**config.mk**
```make
export PLATFORM = sky130hd
export DESIGN_NAME = filter_engine_top
export DESIGN_NICKNAME = d
export VERILOG_FILES = /design/src/hdl/filter_pkg.sv /design/src/hdl/filter_engine_top.sv /design/src/hdl/filter_stream_stage.sv /design/src/hdl/filter_cond_kernel.sv /design/src/hdl/filter_config_regs.sv
export SDC_FILE = /design/constraint.sdc
export NUM_CORES = 2
export LEC_CHECK = 0
export ABC_CLOCK_PERIOD_IN_PS = 2600
export BUFFER_PORTS_ARGS = -buffer_cell sky130_fd_sc_hd__buf_4
export CAP_MARGIN = 5
export CORE_UTILIZATION = 39
export DETAILED_ROUTE_END_ITERATION = 8
export PLACE_DENSITY = 0.64
export SLEW_MARGIN = 30
export SYNTH_ARGS = -nofsm -noshare
export SYNTH_HDL_FRONTEND = slang
export SYNTH_HIERARCHICAL = 1
export SYNTH_SLANG_ARGS = --single-unit
```
**constraint.sdc**
```tcl
create_clock -name ap_clk -period 2.6 [get_ports ap_clk]
set_input_delay 0.13 -clock ap_clk [delete_from_list [all_inputs] [get_ports ap_clk]]
set_output_delay 0.13 -clock ap_clk [all_outputs]
set_load 0.01 [all_outputs]
```
**src/hdl/filter_pkg.sv**
```systemverilog
/*
 * Filter engine package
 * Field widths, field sequence states, filter opcodes and the
 * AXI4-Lite register map of the configuration block.
 */

package filter_pkg;

  // --------------------
  // Packet field geometry
  // --------------------
  localparam int FIELD_W = 32;
  localparam int STATE_W = 2;

  // Sequence state carried with every field
  typedef enum logic [STATE_W-1:0] {
    FIELD_INVALID = 2'd0,
    FIELD_RUNNING = 2'd1,
    FIELD_DONE    = 2'd2
  } field_state_t;

  // Filter opcodes, codes 9 to 15 are undefined
  typedef enum logic [3:0] {
    FILTER_NOP         = 4'd0,
    FILTER_GT          = 4'd1,
    FILTER_LT          = 4'd2,
    FILTER_EQ          = 4'd3,
    FILTER_NOT_EQ      = 4'd4,
    FILTER_GT_TERN     = 4'd5,
    FILTER_LT_TERN     = 4'd6,
    FILTER_EQ_TERN     = 4'd7,
    FILTER_NOT_EQ_TERN = 4'd8
  } filter_op_t;

  // --------------------
  // Register map
  // --------------------
  localparam int AXI_ADDR_W = 6;

  // CTRL layout is opcode in 3:0, equal_flag in 4, const_keep in 5
  localparam logic [AXI_ADDR_W-1:0] REG_CTRL        = 6'h00;
  localparam logic [AXI_ADDR_W-1:0] REG_FILTER_MASK = 6'h04;
  localparam logic [AXI_ADDR_W-1:0] REG_CONST_MASK  = 6'h08;
  localparam logic [AXI_ADDR_W-1:0] REG_CONST_VALUE = 6'h0C;
  // Read only counters
  localparam logic [AXI_ADDR_W-1:0] REG_PASS_COUNT  = 6'h10;
  localparam logic [AXI_ADDR_W-1:0] REG_DROP_COUNT  = 6'h14;
  // Ops mask of field i sits at REG_OPS_BASE + 4*i
  localparam logic [AXI_ADDR_W-1:0] REG_OPS_BASE    = 6'h20;

endpackage
```
**src/hdl/filter_engine_top.sv**
```systemverilog
/*
 * Filter engine top level
 * Configuration registers, condition kernel and stream stage.
 */

`timescale 1ns/1ns

module filter_engine_top import filter_pkg::*; #(
  parameter int NUM_FIELDS = 4
) (
  input  logic                          ap_clk,
  input  logic                          rst_n,
  // AXI4-Lite slave
  input  logic [AXI_ADDR_W-1:0]         awaddr,
  input  logic                          awvalid,
  output logic                          awready,
  input  logic [31:0]                   wdata,
  input  logic [3:0]                    wstrb,
  input  logic                          wvalid,
  output logic                          wready,
  output logic [1:0]                    bresp,
  output logic                          bvalid,
  input  logic                          bready,
  input  logic [AXI_ADDR_W-1:0]         araddr,
  input  logic                          arvalid,
  output logic                          arready,
  output logic [31:0]                   rdata,
  output logic [1:0]                    rresp,
  output logic                          rvalid,
  input  logic                          rready,
  // Packet stream
  input  logic                          in_valid,
  input  logic [NUM_FIELDS*FIELD_W-1:0] in_data,
  input  logic [NUM_FIELDS*STATE_W-1:0] in_state,
  output logic                          out_valid,
  output logic [NUM_FIELDS*FIELD_W-1:0] out_data,
  output logic [NUM_FIELDS*STATE_W-1:0] out_state
);

  filter_op_t                       op;
  logic                             equal_flag;
  logic                             const_keep;
  logic [NUM_FIELDS-1:0]            filter_mask;
  logic [NUM_FIELDS-1:0]            const_mask;
  logic [FIELD_W-1:0]               const_value;
  logic [NUM_FIELDS*NUM_FIELDS-1:0] ops_mask;
  logic                             res_pass;
  logic [31:0]                      pass_count;
  logic [31:0]                      drop_count;

  filter_config_regs #(
    .NUM_FIELDS (NUM_FIELDS)
  ) filter_config_regs_i (
    .ap_clk      (ap_clk),
    .rst_n       (rst_n),
    .awaddr      (awaddr),
    .awvalid     (awvalid),
    .awready     (awready),
    .wdata       (wdata),
    .wstrb       (wstrb),
    .wvalid      (wvalid),
    .wready      (wready),
    .bresp       (bresp),
    .bvalid      (bvalid),
    .bready      (bready),
    .araddr      (araddr),
    .arvalid     (arvalid),
    .arready     (arready),
    .rdata       (rdata),
    .rresp       (rresp),
    .rvalid      (rvalid),
    .rready      (rready),
    .pass_count  (pass_count),
    .drop_count  (drop_count),
    .op          (op),
    .equal_flag  (equal_flag),
    .const_keep  (const_keep),
    .filter_mask (filter_mask),
    .const_mask  (const_mask),
    .const_value (const_value),
    .ops_mask    (ops_mask)
  );

  // Result fields go straight to the outputs
  filter_cond_kernel #(
    .NUM_FIELDS (NUM_FIELDS)
  ) filter_cond_kernel_i (
    .ap_clk      (ap_clk),
    .rst_n       (rst_n),
    .op          (op),
    .equal_flag  (equal_flag),
    .const_keep  (const_keep),
    .filter_mask (filter_mask),
    .const_mask  (const_mask),
    .const_value (const_value),
    .ops_mask    (ops_mask),
    .in_data     (in_data),
    .in_state    (in_state),
    .res_data    (out_data),
    .res_state   (out_state),
    .res_pass    (res_pass)
  );

  filter_stream_stage #(
    .NUM_FIELDS (NUM_FIELDS)
  ) filter_stream_stage_i (
    .ap_clk     (ap_clk),
    .rst_n      (rst_n),
    .in_valid   (in_valid),
    .res_pass   (res_pass),
    .out_valid  (out_valid),
    .pass_count (pass_count),
    .drop_count (drop_count)
  );

endmodule

```
**src/hdl/filter_stream_stage.sv**
```systemverilog
/*
 * Filter stream stage
 * Delays packet valid across the kernel pipeline, gates it with the
 * pass flag and counts passed and dropped packets.
 */

`timescale 1ns/1ns

module filter_stream_stage #(
  parameter int NUM_FIELDS = 4
) (
  input  logic        ap_clk,
  input  logic        rst_n,
  input  logic        in_valid,
  input  logic        res_pass,
  output logic        out_valid,
  output logic [31:0] pass_count,
  output logic [31:0] drop_count
);

  // One bit per kernel stage
  logic [2:0] vld_q;

  if (NUM_FIELDS < 2 || NUM_FIELDS > 8) begin : g_bad_num_fields
    $error("NUM_FIELDS must lie between 2 and 8");
  end

  always_ff @(posedge ap_clk or negedge rst_n) begin
    if (!rst_n) vld_q <= '0;
    else        vld_q <= {vld_q[1:0], in_valid};
  end

  assign out_valid = vld_q[2] & res_pass;

  // --------------------
  // Packet counters
  // --------------------
  // Both wrap at 2^32
  always_ff @(posedge ap_clk or negedge rst_n) begin
    if (!rst_n) begin
      pass_count <= '0;
      drop_count <= '0;
    end else if (vld_q[2]) begin
      if (res_pass) pass_count <= pass_count + 32'd1;
      else          drop_count <= drop_count + 32'd1;
    end
  end

  // Output only for a packet sent exactly one kernel latency ago
  a_out_needs_in: assert property (@(posedge ap_clk) disable iff (!rst_n)
    out_valid |-> $past(in_valid, 3));

endmodule

```
**src/hdl/filter_cond_kernel.sv**
```systemverilog
/*
 * Filter condition kernel
 * Three-stage pipeline: operand routing, opcode evaluation and
 * reduction of the per-field conditions into a pass flag.
 */

`timescale 1ns/1ns

module filter_cond_kernel import filter_pkg::*; #(
  parameter int NUM_FIELDS = 4
) (
  input  logic                             ap_clk,
  input  logic                             rst_n,
  input  filter_op_t                       op,
  input  logic                             equal_flag,
  input  logic                             const_keep,
  input  logic [NUM_FIELDS-1:0]            filter_mask,
  input  logic [NUM_FIELDS-1:0]            const_mask,
  input  logic [FIELD_W-1:0]               const_value,
  input  logic [NUM_FIELDS*NUM_FIELDS-1:0] ops_mask,
  input  logic [NUM_FIELDS*FIELD_W-1:0]    in_data,
  input  logic [NUM_FIELDS*STATE_W-1:0]    in_state,
  output logic [NUM_FIELDS*FIELD_W-1:0]    res_data,
  output logic [NUM_FIELDS*STATE_W-1:0]    res_state,
  output logic                             res_pass
);

  // Routed input per field, before the constant is applied
  logic [FIELD_W-1:0]    route_data  [NUM_FIELDS];
  field_state_t          route_state [NUM_FIELDS];

  // Stage 1
  logic [FIELD_W-1:0]    ops_s1      [NUM_FIELDS];
  field_state_t          ops_st_s1   [NUM_FIELDS];
  logic [FIELD_W-1:0]    org_s1      [NUM_FIELDS];
  field_state_t          org_st_s1   [NUM_FIELDS];
  filter_op_t            op_s1;
  logic                  eq_s1;
  logic [NUM_FIELDS-1:0] mask_s1;

  // Stage 2
  logic [FIELD_W-1:0]    res_d       [NUM_FIELDS];
  field_state_t          res_st_d    [NUM_FIELDS];
  logic [NUM_FIELDS-1:0] cond_d;
  logic                  tern_hold;
  logic [FIELD_W-1:0]    res_s2      [NUM_FIELDS];
  field_state_t          res_st_s2   [NUM_FIELDS];
  logic [NUM_FIELDS-1:0] cond_s2;
  logic [NUM_FIELDS-1:0] mask_s2;

  // Unsigned compare shared by plain and ternary ops
  function automatic logic cmp_hold(input filter_op_t        o,
                                    input logic [FIELD_W-1:0] a,
                                    input logic [FIELD_W-1:0] b,
                                    input logic               eq_flag);
    case (o)
      FILTER_GT, FILTER_GT_TERN:         return (a > b) || (eq_flag && a == b);
      FILTER_LT, FILTER_LT_TERN:         return (a < b) || (eq_flag && a == b);
      FILTER_EQ, FILTER_EQ_TERN:         return a == b;
      FILTER_NOT_EQ, FILTER_NOT_EQ_TERN: return a != b;
      default:                           return 1'b1;
    endcase
  endfunction

  // --------------------
  // Stage 1: operand routing
  // --------------------
  // Highest set bit of the ops mask wins
  always_comb begin
    for (int i = 0; i < NUM_FIELDS; i++) begin
      route_data[i]  = '0;
      route_state[i] = FIELD_INVALID;
      for (int j = 0; j < NUM_FIELDS; j++) begin
        if (ops_mask[i*NUM_FIELDS + j]) begin
          route_data[i]  = in_data[j*FIELD_W +: FIELD_W];
          route_state[i] = field_state_t'(in_state[j*STATE_W +: STATE_W]);
        end
      end
    end
  end

  always_ff @(posedge ap_clk) begin
    for (int i = 0; i < NUM_FIELDS; i++) begin
      if (const_mask[i]) begin
        ops_s1[i]    <= const_value;
        ops_st_s1[i] <= FIELD_RUNNING;
      end else begin
        ops_s1[i]    <= route_data[i];
        ops_st_s1[i] <= route_state[i];
      end
      // Original value sees the constant only when it is kept
      if (const_mask[i] && const_keep) begin
        org_s1[i]    <= const_value;
        org_st_s1[i] <= FIELD_RUNNING;
      end else begin
        org_s1[i]    <= route_data[i];
        org_st_s1[i] <= route_state[i];
      end
    end
    eq_s1   <= equal_flag;
    mask_s1 <= filter_mask;
  end

  always_ff @(posedge ap_clk or negedge rst_n) begin
    if (!rst_n) op_s1 <= FILTER_NOP;
    else        op_s1 <= op;
  end

  // --------------------
  // Stage 2: opcode evaluation
  // --------------------
  always_comb begin
    tern_hold = cmp_hold(op_s1, ops_s1[0], ops_s1[1], eq_s1);
    cond_d    = '1;
    for (int i = 0; i < NUM_FIELDS; i++) begin
      res_d[i]    = org_s1[i];
      res_st_d[i] = org_st_s1[i];
    end
    case (op_s1)
      FILTER_NOP: begin
        res_d    = ops_s1;
        res_st_d = ops_st_s1;
      end
      FILTER_GT, FILTER_LT, FILTER_EQ, FILTER_NOT_EQ: begin
        // Each field against its right neighbour, wrapping at the end
        for (int i = 0; i < NUM_FIELDS; i++) begin
          cond_d[i] = cmp_hold(op_s1, ops_s1[i], ops_s1[(i + 1) % NUM_FIELDS], eq_s1);
        end
      end
      FILTER_GT_TERN, FILTER_LT_TERN: begin
        res_d = ops_s1;
        if (!tern_hold) begin
          res_d[0] = ops_s1[1];
          res_d[1] = ops_s1[0];
        end
      end
      FILTER_EQ_TERN, FILTER_NOT_EQ_TERN: begin
        res_d = ops_s1;
        if (tern_hold) begin
          res_d[0]            = ops_s1[NUM_FIELDS-1];
          res_d[NUM_FIELDS-1] = ops_s1[0];
        end
      end
      default: ;
    endcase
  end

  always_ff @(posedge ap_clk) begin
    res_s2    <= res_d;
    res_st_s2 <= res_st_d;
    cond_s2   <= cond_d;
    mask_s2   <= mask_s1;
  end

  // --------------------
  // Stage 3: pass reduction
  // --------------------
  always_ff @(posedge ap_clk) begin
    for (int i = 0; i < NUM_FIELDS; i++) begin
      res_data[i*FIELD_W +: FIELD_W]  <= res_s2[i];
      res_state[i*STATE_W +: STATE_W] <= res_st_s2[i];
    end
    res_pass <= &(cond_s2 | ~mask_s2);
  end

  // Opcode from the register block is always a defined value
  a_op_known: assert property (@(posedge ap_clk) disable iff (!rst_n)
    !$isunknown(op_s1));

endmodule

```
**src/hdl/filter_config_regs.sv**
```systemverilog
/*
 * Filter configuration registers
 * AXI4-Lite slave, one transaction of each kind at a time. Holds the
 * kernel configuration and reads back the pass and drop counters.
 */

`timescale 1ns/1ns

module filter_config_regs import filter_pkg::*; #(
  parameter int NUM_FIELDS = 4
) (
  input  logic                             ap_clk,
  input  logic                             rst_n,
  // AXI4-Lite slave
  input  logic [AXI_ADDR_W-1:0]            awaddr,
  input  logic                             awvalid,
  output logic                             awready,
  input  logic [31:0]                      wdata,
  input  logic [3:0]                       wstrb,
  input  logic                             wvalid,
  output logic                             wready,
  output logic [1:0]                       bresp,
  output logic                             bvalid,
  input  logic                             bready,
  input  logic [AXI_ADDR_W-1:0]            araddr,
  input  logic                             arvalid,
  output logic                             arready,
  output logic [31:0]                      rdata,
  output logic [1:0]                       rresp,
  output logic                             rvalid,
  input  logic                             rready,
  // Counters from the stream stage
  input  logic [31:0]                      pass_count,
  input  logic [31:0]                      drop_count,
  // Kernel configuration
  output filter_op_t                       op,
  output logic                             equal_flag,
  output logic                             const_keep,
  output logic [NUM_FIELDS-1:0]            filter_mask,
  output logic [NUM_FIELDS-1:0]            const_mask,
  output logic [FIELD_W-1:0]               const_value,
  output logic [NUM_FIELDS*NUM_FIELDS-1:0] ops_mask
);

  logic                  wr_en;
  logic                  rd_en;
  logic [31:0]           rd_mux;
  logic [NUM_FIELDS-1:0] ops_mask_q [NUM_FIELDS];

  function automatic logic [AXI_ADDR_W-1:0] ops_addr(input int idx);
    return AXI_ADDR_W'(REG_OPS_BASE + 4 * idx);
  endfunction

  // Byte-wise merge for the full width register
  function automatic logic [31:0] strb_merge(input logic [31:0] cur,
                                             input logic [31:0] data,
                                             input logic [3:0]  strb);
    logic [31:0] merged;
    merged = cur;
    for (int b = 0; b < 4; b++) begin
      if (strb[b]) merged[8*b +: 8] = data[8*b +: 8];
    end
    return merged;
  endfunction

  // Address and data are taken together, held back by a pending response
  assign wr_en   = awvalid & wvalid & ~bvalid;
  assign awready = wr_en;
  assign wready  = wr_en;
  assign rd_en   = arvalid & ~rvalid;
  assign arready = rd_en;

  assign bresp = 2'b00;
  assign rresp = 2'b00;

  // --------------------
  // Write path
  // --------------------
  // Registers narrower than 9 bits live entirely in byte lane 0
  always_ff @(posedge ap_clk or negedge rst_n) begin
    if (!rst_n) begin
      op          <= FILTER_NOP;
      equal_flag  <= 1'b0;
      const_keep  <= 1'b0;
      filter_mask <= '0;
      const_mask  <= '0;
      const_value <= '0;
      ops_mask_q  <= '{default: '0};
      bvalid      <= 1'b0;
    end else begin
      if (bvalid && bready) bvalid <= 1'b0;
      if (wr_en) begin
        bvalid <= 1'b1;
        case (awaddr)
          REG_CTRL: begin
            if (wstrb[0]) begin
              op         <= filter_op_t'(wdata[3:0]);
              equal_flag <= wdata[4];
              const_keep <= wdata[5];
            end
          end
          REG_FILTER_MASK: if (wstrb[0]) filter_mask <= wdata[NUM_FIELDS-1:0];
          REG_CONST_MASK:  if (wstrb[0]) const_mask <= wdata[NUM_FIELDS-1:0];
          REG_CONST_VALUE: const_value <= strb_merge(const_value, wdata, wstrb);
          default: begin
            for (int i = 0; i < NUM_FIELDS; i++) begin
              if (awaddr == ops_addr(i) && wstrb[0]) ops_mask_q[i] <= wdata[NUM_FIELDS-1:0];
            end
          end
        endcase
      end
    end
  end

  always_comb begin
    for (int i = 0; i < NUM_FIELDS; i++) begin
      ops_mask[i*NUM_FIELDS +: NUM_FIELDS] = ops_mask_q[i];
    end
  end

  // --------------------
  // Read path
  // --------------------
  always_comb begin
    rd_mux = '0;
    case (araddr)
      REG_CTRL:        rd_mux = {26'd0, const_keep, equal_flag, op};
      REG_FILTER_MASK: rd_mux = 32'(filter_mask);
      REG_CONST_MASK:  rd_mux = 32'(const_mask);
      REG_CONST_VALUE: rd_mux = const_value;
      REG_PASS_COUNT:  rd_mux = pass_count;
      REG_DROP_COUNT:  rd_mux = drop_count;
      default: begin
        // Unmapped addresses fall through as zero
        for (int i = 0; i < NUM_FIELDS; i++) begin
          if (araddr == ops_addr(i)) rd_mux = 32'(ops_mask_q[i]);
        end
      end
    endcase
  end

  always_ff @(posedge ap_clk or negedge rst_n) begin
    if (!rst_n) begin
      rvalid <= 1'b0;
    end else if (rd_en) begin
      rvalid <= 1'b1;
    end else if (rready) begin
      rvalid <= 1'b0;
    end
  end

  always_ff @(posedge ap_clk) begin
    if (rd_en) rdata <= rd_mux;
  end

  // Write response held until the master takes it
  a_bvalid_hold: assert property (@(posedge ap_clk) disable iff (!rst_n)
    bvalid && !bready |=> bvalid);

endmodule

```
==> impl_metrics.py <==
metrics = {
    "outcome": {
        "outcome": "finished, violations left",
        "failed_checks": "hold timing, setup timing",
    },
    "cells_and_area": {
        "fin_nets": 4531,
        "area_delta_synth_final_pct": 35.01,
        "final_util": 0.5356,
        "layout-drive-gt1-share": 0.2573,
        "stdcell_area_um2": 43350,
    },
    "sta": {
        "setup_viol": 100,
        "period_minus_slack_ns": 3.010,
        "hold_viol_final": 2,
        "hold_slack_ns": -0.009221,
        "fin_crit_sh": 1.158,
        "fin_ws_ns": -0.4101,
        "slew_violations": 0,
        "max_freq_ghz": 0.3322,
        "rsz0062_at_grt": "yes",
        "finalClockSkew_ns": 0.03316,
        "tightestPinTransition_ns": 0.8573,
        "maxSlewHeadroom": 0.4285,
    },
    "cts": {
        "root_buffer": "clkbuf_16",
        "clk_pin_slew_worst_paths_ns": 0.06,
        "cts-htree-levels": 3,
        "clkLatencyLatePin_ns": 0.64,
        "tritoncts": "yes",
        "numCtsBuffers": 80,
        "clock_path_buffers": 3,
        "clock-sinks": 725,
    },
    "global_route": {
        "track_usage": 0.2896,
        "grt_overflow_total": 0,
        "met2_usage": 0.4577,
        "grt_antenna_before_repair": 29,
        "top_usage_layer": "met2",
        "grt_max_degree": 77,
        "grtUsageMet3": 0.06756,
        "grt_pass1_vias": 27984,
        "grt_pass1_wl_um": 181000,
        "gr-usage-met1": 0.3831,
    },
    "logic_synthesis": {
        "netlist.area_leader.share": 0.3479,
        "synth_xor_area_frac": 0.01691,
        "synth_area_leader_cell": "dfxtp_1",
        "dominantRegCellSynth": "dfxtp_1",
        "synth_edf_count": 32,
        "netlist_instances": 3531,
        "ys_top_cells_by_count": "558 x dfxtp_1, 550 x a21oi_1, 544 x nor2_1, 234 x nand2_1, 231 x inv_1",
        "synth-simple-area-share": 0.1384,
        "syn-cell-area_um2": 32110,
        "ys_ff_latch": 725,
        "synth-compound-area-share": 0.1686,
        "synth-async-reset-ratio": 0.1862,
        "synth_seq_area_share": 0.4830,
        "yosysUniqueCellTypes": 78,
        "synth_mux_area_frac": 0.08467,
        "synth_top_family_by_area": "compound AO/OA/AOI/OAI gates",
        "ys_warn_count": 6,
        "syn_area_per_cell_um2": 9.094,
        "synthTopCellsByArea": "dfxtp_1 35%, dfrtp_1 11%, a21oi_1 8.6%, nor2_1 6.4%, mux2i_1 5.8%",
        "yosys.area_share.adder": 0.05066,
        "yosys.cell_count.top_type": "dfxtp_1",
    },
    "setup_path": {
        "r2r_slack_ns": -0.41,
        "path_cells": "inv_1, ha_4, nand4_1, nor4_4, buf_4, a21bo_4, a31oi_4, nor2_4, buf_6, nor2_4, o21ai_2, buf_6, buf_6, a222oi_1, o21ai_1",
        "crit_path_max_fanout": 7,
        "worstSetupStartpointType": "register",
        "critical_path.endpoint_type": "register",
        "reg2reg_depth": 15,
        "slowest_delay_ns": 0.33,
        "cpMostUsedCell": "buf_6",
        "r2r_start": "filter_cond_kernel_i/ops_s1[82]",
        "worstPathRequired_ns": 3.12,
        "slowest_stage": "dfxtp_2",
        "critPathArrivalTime_ns": 3.53,
        "regToRegEndpoint": "filter_cond_kernel_i/res_s2[118]",
        "criticalPathCategory": "register to register",
    },
    "drt": {
        "drc": 0,
        "vias": 29454,
        "antenna_left": 0,
        "vias_per_cell": 5.520,
        "drt_pass1_iterations": 9,
        "drt_wl_total_um": 124800,
        "routedWlPerCell_um": 23.38,
        "drt_iter0_drc": 3573,
    },
    "power": {
        "vdd_drop_max_mv": 0.5231,
        "p_seq_frac": 0.414,
        "p_leak_uw": 0.01979,
        "p_comb_frac": 0.204,
        "p_sw_frac": 0.2838,
        "power.switching_uw": 8794,
        "power.internal_uw": 22190,
        "powerDensity_nw_per_um2": 714.7,
        "power_frac_clock": 0.382,
    },
    "die": {
        "die_w_um": 288.9,
        "pin_count": 370,
        "initial_utilization": 0.3967,
        "row_count": 104,
        "fp.coreArea_um2": 80940,
        "die_h_um": 288.9,
        "die-area_um2": 83480,
    },
    "place": {
        "gp_congestion": 0.9681,
        "dpl.hpwl_um": 91200,
        "port_buffers": 365,
        "place_area_um2": 37810,
    },
    "run": {
        "cap_violations": 0,
    },
    "worst_hold_path": {
        "min_path_type": "input port to asynchronous set/reset pin",
    },
}
==> metal layers <==
metal | wire length [um] | vias up
met2 | 56210 | 1552
met1 | 51130 | 13876
li1 | - | 13663
met5 | 267 | -
met4 | 4962 | 40
met3 | 12200 | 323
==> power groups by stage <==
stage | Clock (uW) | Sequential, uW | Combinational, uW
floorplan | 0 | 12800 | 2530
global placement | 0 | 13000 | 5170
detailed placement | 0 | 13000 | 5220
CTS | 12000 | 12800 | 5840
global route | 12500 | 12900 | 6710
finish | 11800 | 12800 | 6320
==> stage by stage <==
stage,hold WS [ns],setup WS (ns),total power [uW],setup TNS [ns],std cells
2_1_floorplan,-0.1656,-0.07470,15380,-2.378,3534
3_3_place_gp,0.1015,-0.5752,18180,-42.85,5012
3_5_place_dp,0.1008,-0.6457,18240,-48.52,5012
4_1_cts,0.004096,-0.3176,30630,-22.64,5313
5_1_grt,0.02821,-0.5514,32050,-42.15,5335
6_report,-0.009221,-0.4101,30980,-31.07,5336
==> sequential cells by signal, summed over array words and instances, names as in the netlist, 16 cells and up <==
name                              flops
filter_cond_kernel_i/org_s1         128
filter_config_regs_i/const_value     32
filter_cond_kernel_i/ops_s1         128
filter_stream_stage_i/pass_count     32
filter_config_regs_i/ops_mask        16
filter_cond_kernel_i/res_s2         128
filter_config_regs_i/rdata           32
filter_cond_kernel_i/res_data       128
filter_stream_stage_i/drop_count     32
==> cell usage in the layout, fill, tap and decap left out, types with 45 or more instances in the layout <==
cell type / instances
o21ai_1: 49
dfxtp_2: 45
nor2_1: 544
nand2_1: 216
clkbuf_16: 89
a21oi_1: 531
nand4_1: 49
o21ai_0: 50
dfxtp_1: 512
a22oi_1: 76
inv_1: 214
dfrtp_1: 118
dlygate4sd3_1: 139
buf_4: 610
ha_1: 99
a222oi_1: 74
mux2i_1: 180
mux2_2: 65
==> critical path: cells and delay by family (launching register included) <==
family	cells	cell delay (ns)
compound gates	5	0.87
simple gates	4	0.71
buf+inv	5	0.68
flops	1	0.33
fa+ha+maj	1	0.27
==> layout make-up <==
class	count	area (um^2)
sequential	725	15600
timing repair buffer	813	7023
antenna	4	10.01
multi-input combinational	2358	15770
clock buffer	117	2429
clock inverter	28	327.8
tap	1060	1326
fill	7291	37590
inverter	231	867.1
==> cells by family (layout without fill, tap and decap cells) <==
| logic type | Yosys count | after routing |
|---|---|---|
| AOI/OAI and AO/OA | 906 | 907 |
| buffers and inverters | 452 | 1189 |
| muxes | 257 | 257 |
| adders and majority gates | 130 | 130 |
| DFF | 725 | 725 |
| and+or+nand+nor | 998 | 998 |
| other | 1 | 8 |
| xor gates and xnor gates | 62 | 62 |
==> how the worst max path moves through the flow <==
stage | startpoint | to | slack, ns
finish | filter_cond_kernel_i/ops_s1[82] | filter_cond_kernel_i/res_s2[118] | -0.41
global route | filter_cond_kernel_i/ops_s1[69] | filter_cond_kernel_i/res_s2[105] | -0.55
CTS | filter_cond_kernel_i/ops_s1[94] | filter_cond_kernel_i/res_s2[74] | -0.32
detailed placement | filter_cond_kernel_i/ops_s1[81] | filter_cond_kernel_i/res_s2[104] | -0.65
global placement | filter_cond_kernel_i/ops_s1[81] | filter_cond_kernel_i/res_s2[99] | -0.58
floorplan | filter_cond_kernel_i/ops_s1[81] | filter_cond_kernel_i/res_s2[64] | -0.07
==> what timing repair did <==
item	CTS	global route
pin swaps	55	85
setup buffers	17	20
resized for setup	117	120
hold endpoints to repair	474	0
cloned	4	2
hold buffers	139	0
setup endpoints to repair	100	113
No activity file was read; power rests on OpenSTA's default activity.
